==> src/logic/cop_mcu_pkg.sv <==
//----------------------------
// Shared widths, port 2 strobe
// positions, status pages and
// the bank port union
//----------------------------

package cop_mcu_pkg;

    // Bus widths
    localparam int WORD_W = 16;
    localparam int BYTE_W = 8;
    localparam int SEL_W  = 6;

    // Port 2 bit positions, all active low
    localparam int P2_INT_ACK = 3;
    localparam int P2_RD_HI   = 4;
    localparam int P2_RD_LO   = 5;
    localparam int P2_WR_LO   = 6;
    localparam int P2_WR_HI   = 7;

    // Status dump pages, picked by st_addr[7:6]
    localparam logic [1:0] PAGE_BANK    = 2'd0;
    localparam logic [1:0] PAGE_LATCH   = 2'd1;
    localparam logic [1:0] PAGE_WORD_HI = 2'd2;
    localparam logic [1:0] PAGE_WORD_LO = 2'd3;

    // Port 1 as seen by the ROM banking logic
    typedef struct packed {
        logic       spare;
        logic [1:0] snd;
        logic [1:0] b1;
        logic       b0;
        logic [1:0] mix;
    } bank_port_t;

    // Same byte, whole for the status dump or split into flags
    typedef union packed {
        logic [BYTE_W-1:0] raw;
        bank_port_t        f;
    } bank_port_u;

endpackage

==> src/logic/mcu_irq_gen.sv <==
//----------------------------
// Interrupt line to the MCU,
// set on a select edge and
// cleared by acknowledge
//----------------------------
`timescale 1ns/1ps

module mcu_irq_gen (
    input  logic clk,
    input  logic rst24,
    input  logic sel0,
    input  logic int_ack_n,
    output logic mcu_intn
);

    logic sel0_q;
    logic sel0_rise;

    // Rising edge of the main CPU select
    assign sel0_rise = sel0 & ~sel0_q;

    always_ff @(posedge clk or posedge rst24) begin
        if (rst24) begin
            sel0_q <= 1'b0;
        end else begin
            sel0_q <= sel0;
        end
    end

    // Acknowledge wins over a new edge in the same cycle
    always_ff @(posedge clk or posedge rst24) begin
        if (rst24) begin
            mcu_intn <= 1'b1;
        end else begin
            if (!int_ack_n) begin
                mcu_intn <= 1'b1;
            end else if (sel0_rise) begin
                mcu_intn <= 1'b0;
            end
        end
    end

endmodule

==> src/logic/mcu_word_latch.sv <==
//----------------------------
// Byte access between port 0
// and the 16-bit CPU word
//----------------------------
`timescale 1ns/1ps

module mcu_word_latch (
    input  logic                                             clk,
    input  logic                                             rst24,
    input  logic [cop_mcu_pkg::P2_WR_HI:cop_mcu_pkg::P2_RD_HI] strobe_n,
    input  logic [cop_mcu_pkg::WORD_W-1:0]                   mcu_din,
    input  logic [cop_mcu_pkg::BYTE_W-1:0]                   mcu_p0o,
    output logic [cop_mcu_pkg::BYTE_W-1:0]                   mcu_p0i,
    output logic [cop_mcu_pkg::WORD_W-1:0]                   mcu_dout
);

    import cop_mcu_pkg::*;

    logic rd_hi;
    logic rd_lo;
    logic wr_hi;
    logic wr_lo;

    // Port 2 strobes are active low
    assign rd_hi = ~strobe_n[P2_RD_HI];
    assign rd_lo = ~strobe_n[P2_RD_LO];
    assign wr_hi = ~strobe_n[P2_WR_HI];
    assign wr_lo = ~strobe_n[P2_WR_LO];

    // MCU reads, the later assignment makes the low byte win
    always_ff @(posedge clk or posedge rst24) begin
        if (rst24) begin
            mcu_p0i <= '0;
        end else begin
            if (rd_hi) begin
                mcu_p0i <= mcu_din[WORD_W-1:BYTE_W];
            end
            if (rd_lo) begin
                mcu_p0i <= mcu_din[BYTE_W-1:0];
            end
        end
    end

    // MCU writes, each half on its own strobe
    always_ff @(posedge clk or posedge rst24) begin
        if (rst24) begin
            mcu_dout <= '0;
        end else begin
            if (wr_hi) begin
                mcu_dout[WORD_W-1:BYTE_W] <= mcu_p0o;
            end
            if (wr_lo) begin
                mcu_dout[BYTE_W-1:0] <= mcu_p0o;
            end
        end
    end

endmodule

==> src/logic/mcu_bank_regs.sv <==
//----------------------------
// ROM bank flags from ports 1
// and 3, port 3 input builder
//----------------------------
`timescale 1ns/1ps

module mcu_bank_regs (
    input  logic                          clk,
    input  logic                          rst24,
    input  logic [cop_mcu_pkg::BYTE_W-1:0] mcu_p1o,
    input  logic [cop_mcu_pkg::BYTE_W-1:0] mcu_p3o,
    input  logic [2:0]                    sel_hi,
    output logic [cop_mcu_pkg::BYTE_W-1:0] bank_raw,
    output logic [1:0]                    snd_flag,
    output logic [1:0]                    b1_flag,
    output logic                          b0_flag,
    output logic [1:0]                    mix_flag,
    output logic [2:0]                    cr_back,
    output logic [cop_mcu_pkg::BYTE_W-1:0] mcu_p3i
);

    import cop_mcu_pkg::*;

    bank_port_u bank_q;
    logic [2:0] cr_back_q;

    always_ff @(posedge clk or posedge rst24) begin
        if (rst24) begin
            bank_q.raw <= '0;
            cr_back_q  <= '0;
        end else begin
            bank_q.raw <= mcu_p1o;
            // Character bank lives in the low port 3 bits
            cr_back_q  <= mcu_p3o[2:0];
        end
    end

    // Whole byte for the status page
    assign bank_raw = bank_q.raw;

    // Field view for the banking logic
    assign snd_flag = bank_q.f.snd;
    assign b1_flag  = bank_q.f.b1;
    assign b0_flag  = bank_q.f.b0;
    assign mix_flag = bank_q.f.mix;
    assign cr_back  = cr_back_q;

    // What the MCU reads back on port 3
    // upper bits carry the main CPU selects, no register
    assign mcu_p3i = {sel_hi, mcu_p3o[4:0]};

endmodule

==> src/logic/status_dump_mux.sv <==
//----------------------------
// Registered status dump byte
//----------------------------
`timescale 1ns/1ps

module status_dump_mux (
    input  logic                          clk,
    input  logic                          rst24,
    input  logic [1:0]                    page,
    input  logic [cop_mcu_pkg::BYTE_W-1:0] bank_raw,
    input  logic [cop_mcu_pkg::BYTE_W-1:0] snd_latch,
    input  logic [cop_mcu_pkg::WORD_W-1:0] mcu_dout,
    output logic [cop_mcu_pkg::BYTE_W-1:0] st_dout
);

    import cop_mcu_pkg::*;

    always_ff @(posedge clk or posedge rst24) begin
        if (rst24) begin
            st_dout <= '0;
        end else begin
            case (page)
                PAGE_BANK: begin
                    st_dout <= bank_raw;
                end
                PAGE_LATCH: begin
                    st_dout <= snd_latch;
                end
                PAGE_WORD_HI: begin
                    st_dout <= mcu_dout[WORD_W-1:BYTE_W];
                end
                PAGE_WORD_LO: begin
                    st_dout <= mcu_dout[BYTE_W-1:0];
                end
                default: begin
                    st_dout <= '0;
                end
            endcase
        end
    end

endmodule

==> src/logic/mcu_port_bridge.sv <==
//----------------------------
// MCU to main CPU bridge, top
// level with interrupt, word
// latch, banks and status
//----------------------------
`timescale 1ns/1ps

module mcu_port_bridge (
    input  logic                          clk,
    input  logic                          rst24,
    input  logic [cop_mcu_pkg::SEL_W-1:0]  mcu_sel,
    input  logic [cop_mcu_pkg::WORD_W-1:0] mcu_din,
    input  logic [cop_mcu_pkg::BYTE_W-1:0] mcu_p0o,
    input  logic [cop_mcu_pkg::BYTE_W-1:0] mcu_p1o,
    input  logic [cop_mcu_pkg::BYTE_W-1:0] mcu_p2o,
    input  logic [cop_mcu_pkg::BYTE_W-1:0] mcu_p3o,
    input  logic [cop_mcu_pkg::BYTE_W-1:0] snd_latch,
    input  logic [cop_mcu_pkg::BYTE_W-1:0] st_addr,
    output logic [cop_mcu_pkg::BYTE_W-1:0] mcu_p0i,
    output logic [cop_mcu_pkg::BYTE_W-1:0] mcu_p3i,
    output logic                          mcu_intn,
    output logic [cop_mcu_pkg::WORD_W-1:0] mcu_dout,
    output logic [1:0]                    snd_flag,
    output logic [1:0]                    b1_flag,
    output logic                          b0_flag,
    output logic [1:0]                    mix_flag,
    output logic [2:0]                    cr_back,
    output logic [cop_mcu_pkg::BYTE_W-1:0] st_dout
);

    import cop_mcu_pkg::*;

    logic [BYTE_W-1:0] bank_raw;

    mcu_irq_gen mcu_irq_gen_inst (
        .clk       (clk),
        .rst24     (rst24),
        .sel0      (mcu_sel[0]),
        .int_ack_n (mcu_p2o[P2_INT_ACK]),
        .mcu_intn  (mcu_intn)
    );

    // Read and write strobes sit on port 2 bits 7 to 4
    mcu_word_latch mcu_word_latch_inst (
        .clk      (clk),
        .rst24    (rst24),
        .strobe_n (mcu_p2o[P2_WR_HI:P2_RD_HI]),
        .mcu_din  (mcu_din),
        .mcu_p0o  (mcu_p0o),
        .mcu_p0i  (mcu_p0i),
        .mcu_dout (mcu_dout)
    );

    mcu_bank_regs mcu_bank_regs_inst (
        .clk      (clk),
        .rst24    (rst24),
        .mcu_p1o  (mcu_p1o),
        .mcu_p3o  (mcu_p3o),
        .sel_hi   (mcu_sel[5:3]),
        .bank_raw (bank_raw),
        .snd_flag (snd_flag),
        .b1_flag  (b1_flag),
        .b0_flag  (b0_flag),
        .mix_flag (mix_flag),
        .cr_back  (cr_back),
        .mcu_p3i  (mcu_p3i)
    );

    // Page comes from the top two status address bits
    status_dump_mux status_dump_mux_inst (
        .clk       (clk),
        .rst24     (rst24),
        .page      (st_addr[7:6]),
        .bank_raw  (bank_raw),
        .snd_latch (snd_latch),
        .mcu_dout  (mcu_dout),
        .st_dout   (st_dout)
    );

endmodule

==> config.mk <==
export PLATFORM = sky130hd
export DESIGN_NAME = mcu_port_bridge
export DESIGN_NICKNAME = d
export VERILOG_FILES = /design/src/logic/cop_mcu_pkg.sv /design/src/logic/mcu_irq_gen.sv /design/src/logic/mcu_word_latch.sv /design/src/logic/mcu_bank_regs.sv /design/src/logic/status_dump_mux.sv /design/src/logic/mcu_port_bridge.sv
export SDC_FILE = /design/constraint.sdc
export NUM_CORES = 1
export LEC_CHECK = 0
export BUFFER_PORTS_ARGS = -buffer_cell sky130_fd_sc_hd__buf_2
export CAP_MARGIN = 5
export CELL_PAD_IN_SITES_DETAIL_PLACEMENT = 2
export CELL_PAD_IN_SITES_GLOBAL_PLACEMENT = 2
export CORE_MARGIN = 8
export CORE_UTILIZATION = 25
export DETAILED_ROUTE_END_ITERATION = 10
export GPL_TIMING_DRIVEN = 1
export PLACE_DENSITY_LB_ADDON = 0.1
export SLEW_MARGIN = 10
export SYNTH_ARGS = -nofsm -noshare
export SYNTH_HDL_FRONTEND = slang
export SYNTH_HIERARCHICAL = 1
export SYNTH_SLANG_ARGS = --single-unit
==> constraint.sdc <==
create_clock -name clk -period 1.3 [get_ports clk]
set_input_delay 0.325 -clock clk [delete_from_list [all_inputs] [get_ports clk]]
set_output_delay 0.325 -clock clk [all_outputs]
set_load 0.01 [all_outputs]
==> results_dict.tcl, run 1 <==
set metrics [dict create \
    clk_path_buf_depth 2 \
    post-route-drc-count 0 \
    powerDensity_nw_per_um2 1230 \
    startpoint_type "flip-flop" \
    reg2reg_to "status_dump_mux_inst/st_dout[2]" \
    drive_gt1_frac 0.633 \
    place_area_um2 2310 \
    power_leakage_nw 1.19 \
    relSlewSlack 0.641 \
    area.growth.synth_to_final_pct 30.9 \
    final_area_um2 2420 \
    whs_ps 126 \
    fin_ws_ps 27.5 \
    dp_slack_ps 78.6 \
    post-route-util 0.336 \
    drv_cap 0 \
    seq_power_share 0.534 \
    finalCritPeriodShare 0.979 \
    min_period_ps 1270 \
    internal_power_mw 2.17 \
    netlist_area_um2 1850 \
    setup_tns_ps 0 \
    grt_max_degree 25 \
    total_power_mw 2.98 \
    dp.cells 299 \
    diodes 0 \
    synth_top_family_by_area "multiplexers" \
    core_area_um2 7210 \
    grt_busiest_layer "met2" \
    switching_share 0.271 \
    reg2reg_depth 1 \
    grt_pass1_vias 1579 \
    min_path_type "primary input to flip-flop" \
    gp_congestion 0.733 \
    clockPowerShare 0.288 \
    synth-seq-area-share 0.610 \
    timing.fmax_mhz 786 \
    portBuffers 98 \
    synthCells 122 \
    ir_worst_vdd_uv 406 \
    synth_xor_area_frac 0 \
    status "completed" \
    clk_latency_ps 300 \
    die_w_um 102 \
    synth_cell_types 13 \
    vias 1266 \
    groute.usage.overall 0.113 \
    r2r_start "mcu_word_latch_inst/mcu_dout[2]" \
    clock-root-buffer "clkbuf_8" \
    clk_pin_slew_ps 90 \
    grtUsageMet3 0.0490 \
    rrSetupSlack_ps 300 \
    drv_slew 0 \
    synthMuxAreaShare 0.238 \
    setup_violations 0 \
    htreeDepth 2 \
    syn_nets 194 \
    gr-usage-met1 0.118 \
    final_net_count 281 \
    p_comb_frac 0.179 \
    clock-sinks 45 \
    p_sw_mw 0.806 \
    detail_route.iter0.violations 6 \
    numCtsBuffers 5 \
    crit_arrival_ps 950 \
    vias_per_cell 4.10 \
    crit_chain "buf_6" \
    grtUsageMet2 0.200 \
    critical_path_class "flip-flop to primary output" \
    endpoint_kind "primary output" \
    crit_fanout 2 \
    required_ps 980 \
    fin_worst_skew_ps 6.10 \
    hold_depth 1 \
    cts_tree "built" \
    grt_overflow 0 \
    routed_wl_mm 5.77 \
    synth_area_per_cell_um2 15.2 \
    critPathBufInv 1 \
    rows 31 \
    avgRoutedWirePerCell_um 18.7 \
    synthAdderAreaFrac 0 \
    grt_pass1_wl_mm 8.59 \
    crit_path_max_incr_delay_ps 550 \
    tightest_slew_ps 538 \
    yosysWarnings 6 \
    critical_path.top_delay_family "flip-flops" \
    fin_cells 309 \
    postRouteAntennaNets 0 \
    yosys_register_bits 45 \
    min_to "mcu_bank_regs_inst/bank_raw[6]" \
    synth_compound_area_frac 0.0244 \
    die_height_um 102 \
    die_area_um2 10400 \
    ios 123 \
    synthSimpleGateAreaFrac 0.0196 \
    critical-path-slowest-cell "dfstp_2" \
    hold_start "mcu_p1o[6]" \
    antenna_found_initial 0 \
    drt_first_pass_iters 3 \
    start_util 0.256 \
    hold_viol 0 \
    place_hpwl_mm 4.66 \
]
==> synth_stat cells (all sizes together) <==
library cell | instances | area, um^2
nor2b | 1 | 6.26
dfrtp | 44 | 1100
inv | 5 | 18.8
dfstp | 1 | 26.3
a21oi | 8 | 40.0
mux2i | 8 | 80.1
mux4 | 8 | 180
nor2 | 8 | 30.0
mux2 | 16 | 180
clkbuf | 1 | 5.00
o21ai | 1 | 5.00
buf | 21 | 176
==> registers in the layout, summed over array words and instances, names as in the netlist <==
signal                        cells
mcu_bank_regs_inst/cr_back        3
mcu_bank_regs_inst/bank_raw       8
mcu_irq_gen_inst/mcu_intn         1
mcu_irq_gen_inst/sel0_q           1
mcu_word_latch_inst/mcu_dout     16
status_dump_mux_inst/st_dout      8
mcu_word_latch_inst/mcu_p0i       8
==> power by group through the flow <==
stage	sequential [mW]	clock [mW]	combinational (mW)
2_1_floorplan	1.67	0	0.250
4_1_cts	1.59	0.908	0.552
3_3_place_gp	1.61	0	0.525
6_report	1.59	0.857	0.533
3_5_place_dp	1.62	0	0.546
5_1_grt	1.61	0.950	0.586
==> cells in the final DEF (no fill, tap or decap) <==
cell | synthesis | layout
a21oi_1 | 8 | 8
buf_12 | 0 | 1
buf_2 | 0 | 97
buf_4 | 16 | 2
buf_6 | 5 | 1
clkbuf_1 | 0 | 1
clkbuf_8 | 0 | 5
clkinvlp_4 | 0 | 2
dfrtp_1 | 44 | 44
dfstp_2 | 1 | 1
dlygate4sd3_1 | 0 | 1
inv_1 | 5 | 5
mux2_2 | 16 | 16
mux2i_1 | 8 | 8
mux4_2 | 8 | 8
nor2_1 | 8 | 8
nor2b_1 | 1 | 1
o21ai_1 | 1 | 1
==> worst max-delay path by stage <==
stage                     depth (start not counted)  slack, ps                            from                              end
after floorplan                                   2        210  mcu_bank_regs_inst/bank_raw[2]  status_dump_mux_inst/st_dout[2]
after global placement                            3         90                      st_addr[6]  status_dump_mux_inst/st_dout[7]
after detailed placement                          3         80                      st_addr[6]  status_dump_mux_inst/st_dout[5]
after CTS                                         1          3       mcu_irq_gen_inst/mcu_intn                         mcu_intn
after global routing                              1         -5       mcu_irq_gen_inst/mcu_intn                         mcu_intn
final                                             1         30       mcu_irq_gen_inst/mcu_intn                         mcu_intn
==> per-layer routing <==
| layer | vias to the layer above | share of wire |
|---|---|---|
| met5 | - | 0 |
| met4 | 0 | 0.0099 |
| met3 | 5 | 0.087 |
| met2 | 57 | 0.54 |
| met1 | 630 | 0.37 |
| li1 | 574 | - |
==> timing repair <==
item / CTS / global route
hold buffers: 1 / 0
gates resized for setup: 0 / 1
setup buffers: 1 / 0
endpoints found under the setup margin: 1 / 1
hold endpoints to repair: 1 / 0
==> cells by family (layout without fill, tap and decap cells) <==
group,Yosys count,after routing
AO/OA/AOI/OAI,9,9
multiplexers,32,32
AND/OR/NAND/NOR,9,9
buffers and inverters,27,115
flip-flops,45,45
==> final cells by class <==
cell class	count	area, um^2
clock inverters	2	15.0
fillers	792	4790
multi-input cells	50	522
clock buffers	6	72.6
well taps	99	124
inverters	5	18.8
repair buffers	102	542
flip-flops and latches	45	1130
Power figures use the tool's default switching activity.
==> run 2: changes to the inputs <==
- BUFFER_PORTS_ARGS: -buffer_cell sky130_fd_sc_hd__buf_2 -> unset
- CORE_UTILIZATION: 25 -> 30
- DONT_BUFFER_PORTS: unset -> 1
==> results_dict.tcl, run 2 (same netlist as run 1, synthesis figures left out) <==
set metrics [dict create \
    status "completed" \
    place_hpwl_mm 3.96 \
    antenna_found_initial 2 \
    rsz0062_at_grt "no" \
    fin_worst_skew_ps 6.59 \
    final.fill_count 624 \
    endpoint_kind "primary output" \
    layout_common_cells "dfrtp_1, mux2_2" \
    core_area_um2 5960 \
    startpoint_type "flip-flop" \
    rows 28 \
    area.growth.synth_to_final_pct 1.89 \
    seq_power_share 0.612 \
    clk_pin_slew_ps 80 \
    start_util 0.311 \
    cp.depth 0 \
    final_net_count 181 \
    crit_arrival_ps 860 \
    clock-sinks 45 \
    timing.fmax_mhz 845 \
    ir_worst_vdd_uv 500 \
    gp_congestion 0.663 \
    vias 909 \
    numCtsBuffers 5 \
    largest_reg_flops 16 \
    grt_pass1_vias 1119 \
    drv_slew 0 \
    clk_path_buf_depth 2 \
    ios 123 \
    setup_violations 0 \
    cts_tree "built" \
    post_cts_buffers 0 \
    routed_wl_mm 4.89 \
    vias_per_cell 4.89 \
    regMostFlops "mcu_word_latch_inst/mcu_dout" \
    internal_power_mw 2.09 \
    p_sw_mw 0.666 \
    drv_cap 0 \
    drive_gt1_frac 0.291 \
    drt_first_pass_iters 3 \
    hold_depth 0 \
    reg2reg_depth 1 \
    layout_commonest_cell "dfrtp_1" \
    grt_overflow 0 \
    clock-root-buffer "clkbuf_8" \
    switching_share 0.242 \
    total_power_mw 2.75 \
    grt_pass1_wl_mm 7.09 \
    die_area_um2 8930 \
    setup_tns_ps 0 \
    post-route-drc-count 0 \
    relSlewSlack 0.660 \
    clockPowerShare 0.317 \
    grt_max_degree 17 \
    tightest_slew_ps 509 \
    postRouteAntennaNets 0 \
    htreeDepth 2 \
    avgRoutedWirePerCell_um 26.3 \
    crit_fanout 2 \
    critical_path_class "flip-flop to primary output" \
    min_period_ps 1180 \
    portBuffers 0 \
    required_ps 980 \
    groute.usage.overall 0.110 \
    clk_latency_ps 290 \
    die_w_um 94.5 \
    power_leakage_nw 0.801 \
    p_comb_frac 0.071 \
    detail_route.iter0.violations 13 \
    min_path_type "primary input to flip-flop" \
    die_height_um 94.5 \
    powerDensity_nw_per_um2 1460 \
    hold_viol 0 \
    finalCritPeriodShare 0.911 \
]
==> run 2: cell types whose count changed in the layout (fill, tap and decap cells not counted), sizes merged <==
| cell | previous run | this run |
|---|---|---|
| clkbuf | 6 | 8 |
| clkinvlp | 2 | 0 |
| diode | 0 | 1 |
| buf | 101 | 1 |
==> run 2: worst paths after layout <==
check / from / endpoint / slack [ps]
min in group asynchronous: rst24 / mcu_irq_gen_inst/sel0_q / 390
max reg2reg: mcu_word_latch_inst/mcu_dout[3] / status_dump_mux_inst/st_dout[3] / 230
min reg2reg: mcu_irq_gen_inst/mcu_intn / mcu_irq_gen_inst/mcu_intn / 510
max in group asynchronous: rst24 / mcu_word_latch_inst/mcu_p0i[0] / 320
min: mcu_sel[0] / mcu_irq_gen_inst/sel0_q / 60
max: mcu_irq_gen_inst/mcu_intn / mcu_intn / 120
==> run 2: stage by stage <==
| step | cell area [um^2] | utilization | std cells | worst slack [ps] | hold WS, ps |
|---|---|---|---|---|---|
| 3_3_place_gp | 1780 | 0.299 | 176 | 253 | 69.7 |
| 3_5_place_dp | 1780 | 0.299 | 176 | 229 | 78.5 |
| 6_report | 1880 | 0.316 | 186 | 116 | 57.2 |
| 5_1_grt | 1880 | 0.316 | 186 | 81.4 | 29.3 |
| 4_1_cts | 1880 | 0.316 | 185 | 100 | 44.4 |
| 2_1_floorplan | 1850 | - | 122 | 213 | 65.5 |
==> run 2: power by group through the flow <==
stage	Clock, mW	Combinational, mW	Sequential (mW)
after floorplan	0	0.250	1.67
after global placement	0	0.188	1.71
after detailed placement	0	0.201	1.72
after CTS	0.922	0.204	1.69
after global routing	0.984	0.217	1.71
final	0.873	0.196	1.68
==> run 2: metal layers <==
metal | routed length [um] | GRT usage
met1 | 1430 | 0.0930
met2 | 2570 | 0.195
met3 | 813 | 0.0833
met4 | 70 | 0.0364
met5 | 8 | 0
==> run 2: what timing repair did <==
item | in CTS | in global routing
endpoints found under the setup margin | 0 | 0
hold buffers | 1 | 0
endpoints found under the hold margin | 29 | 0
gates resized for setup | 0 | 0
==> run 2: final cells by class <==
cell class / instances / area [um^2] / area share
repair buffers: 2 / 30.0 / 0.0159
flip-flops and latches: 45 / 1130 / 0.598
inverters: 5 / 18.8 / 0.00996
well taps: 75 / 93.8 / 0.0498
clock buffers: 8 / 90.1 / 0.0478
diodes: 1 / 2.50 / 0.00133
multi-input cells: 50 / 522 / 0.277
==> run 3: changes to the inputs <==
- RECOVER_POWER: unset -> 50
==> results_dict.tcl, run 3 (same netlist as run 1, synthesis figures left out) <==
set metrics [dict create \
    startpoint "mcu_irq_gen_inst/mcu_intn" \
    avgRoutedWirePerCell_um 26.3 \
    r2r_start "mcu_word_latch_inst/mcu_dout[3]" \
    hold_depth 0 \
    grt_pass1_vias 1119 \
    grt_overflow 0 \
    place_hpwl_mm 3.96 \
    routed_wl_mm 4.89 \
    tightest_slew_ps 509 \
    drt_first_pass_iters 3 \
    fin_ws_ps 95.3 \
    ios 123 \
    rrSetupSlack_ps 230 \
    setup_tns_ps 0 \
    drv_cap 0 \
    required_ps 980 \
    status "completed" \
    min_period_ps 1200 \
    timing.fmax_mhz 830 \
    min_to "mcu_irq_gen_inst/sel0_q" \
    drive_gt1_frac 0.282 \
    start_util 0.311 \
    setup_violations 0 \
    final_net_count 181 \
    die_height_um 94.5 \
    finalCritPeriodShare 0.927 \
    clk_latency_ps 290 \
    detail_route.iter0.violations 13 \
    hold_start "mcu_sel[0]" \
    hold_viol 0 \
    endpoint_kind "primary output" \
    crit_fanout 2 \
    vias_per_cell 4.89 \
    post_cts_buffers 0 \
    relSlewSlack 0.660 \
    power_leakage_nw 0.800 \
    critical_path_class "flip-flop to primary output" \
    crit_arrival_ps 880 \
    reg2reg_to "status_dump_mux_inst/st_dout[3]" \
    numCtsBuffers 5 \
    grt_pass1_wl_mm 7.09 \
    startpoint_type "flip-flop" \
    portBuffers 0 \
    gp_congestion 0.663 \
    largest_reg_flops 16 \
    drv_slew 0 \
    area.growth.synth_to_final_pct 1.89 \
    layout_commonest_cell "dfrtp_1" \
    die_area_um2 8930 \
    groute.usage.overall 0.110 \
    whs_ps 57.2 \
    grt_max_degree 17 \
    dp_slack_ps 229 \
    cts_tree "built" \
    clock-sinks 45 \
    reg2reg_depth 1 \
    die_w_um 94.5 \
    post-route-drc-count 0 \
    postRouteAntennaNets 0 \
    powerDensity_nw_per_um2 1460 \
    core_area_um2 5960 \
    clk_pin_slew_ps 80 \
    htreeDepth 2 \
    ir_worst_vdd_uv 500 \
    layout_common_cells "dfrtp_1, mux2_2" \
    fin_worst_skew_ps 6.57 \
    clk_path_buf_depth 2 \
    min_path_type "primary input to flip-flop" \
    clock-root-buffer "clkbuf_8" \
    rsz0062_at_grt "no" \
    regMostFlops "mcu_word_latch_inst/mcu_dout" \
    antenna_found_initial 2 \
    rows 28 \
    vias 909 \
]
-- run 3: changes by cell type in the layout (fill, tap and decap cells not counted) --
cell     change
dfstp_2      -1
dfstp_1      +1
-- run 3: worst max-delay path by stage --
| stage | endpoint | slack, ps | cells after the start |
|---|---|---|---|
| 6_report | mcu_intn | 100 | 0 |
| 5_1_grt | mcu_intn | 60 | 0 |
| 4_1_cts | mcu_intn | 100 | 0 |
| 3_5_place_dp | status_dump_mux_inst/st_dout[4] | 230 | 1 |
| 3_3_place_gp | status_dump_mux_inst/st_dout[3] | 250 | 1 |
| 2_1_floorplan | status_dump_mux_inst/st_dout[2] | 210 | 2 |
-- run 3: per-layer routing --
| layer | wire, um | share of wire | vias to the layer above | GRT usage |
|---|---|---|---|---|
| li1 | - | - | 376 | - |
| met1 | 1430 | 0.29 | 458 | 0.0930 |
| met2 | 2570 | 0.53 | 65 | 0.195 |
| met3 | 813 | 0.17 | 8 | 0.0833 |
| met4 | 70 | 0.014 | 2 | 0.0364 |
| met5 | 8 | 0.0016 | - | 0 |
-- run 3: power breakdown --
| part | internal (mW) | switching [mW] | leakage (nW) |
|---|---|---|---|
| Combinational | 0.127 | 0.0692 | 0.234 |
| Clock | 0.434 | 0.438 | 0.0455 |
| Sequential | 1.53 | 0.159 | 0.520 |
-- run 3: what timing repair did --
item,CTS,global route
resized for setup,0,0
hold buffers,1,0
endpoints found under the hold margin,29,0
-- run 3: per-stage QoR --
stage | area [um^2] | utilization | std cells | power [mW]
global placement | 1780 | 0.299 | 176 | 1.90
CTS | 1880 | 0.316 | 185 | 2.82
detailed placement | 1780 | 0.299 | 176 | 1.92
global route | 1880 | 0.316 | 186 | 2.91
floorplan | 1850 | - | 122 | 1.92
finish | 1880 | 0.316 | 186 | 2.75
-- run 3: layout make-up --
type                       instances  area, um^2
fill                             624        4070
sequential                        45        1130
timing repair buffer               2        30.0
clock buffer                       8        90.1
multi-input combinational         50         522
tap                               75        93.8
antenna                            1        2.50
inverter                           5        18.8
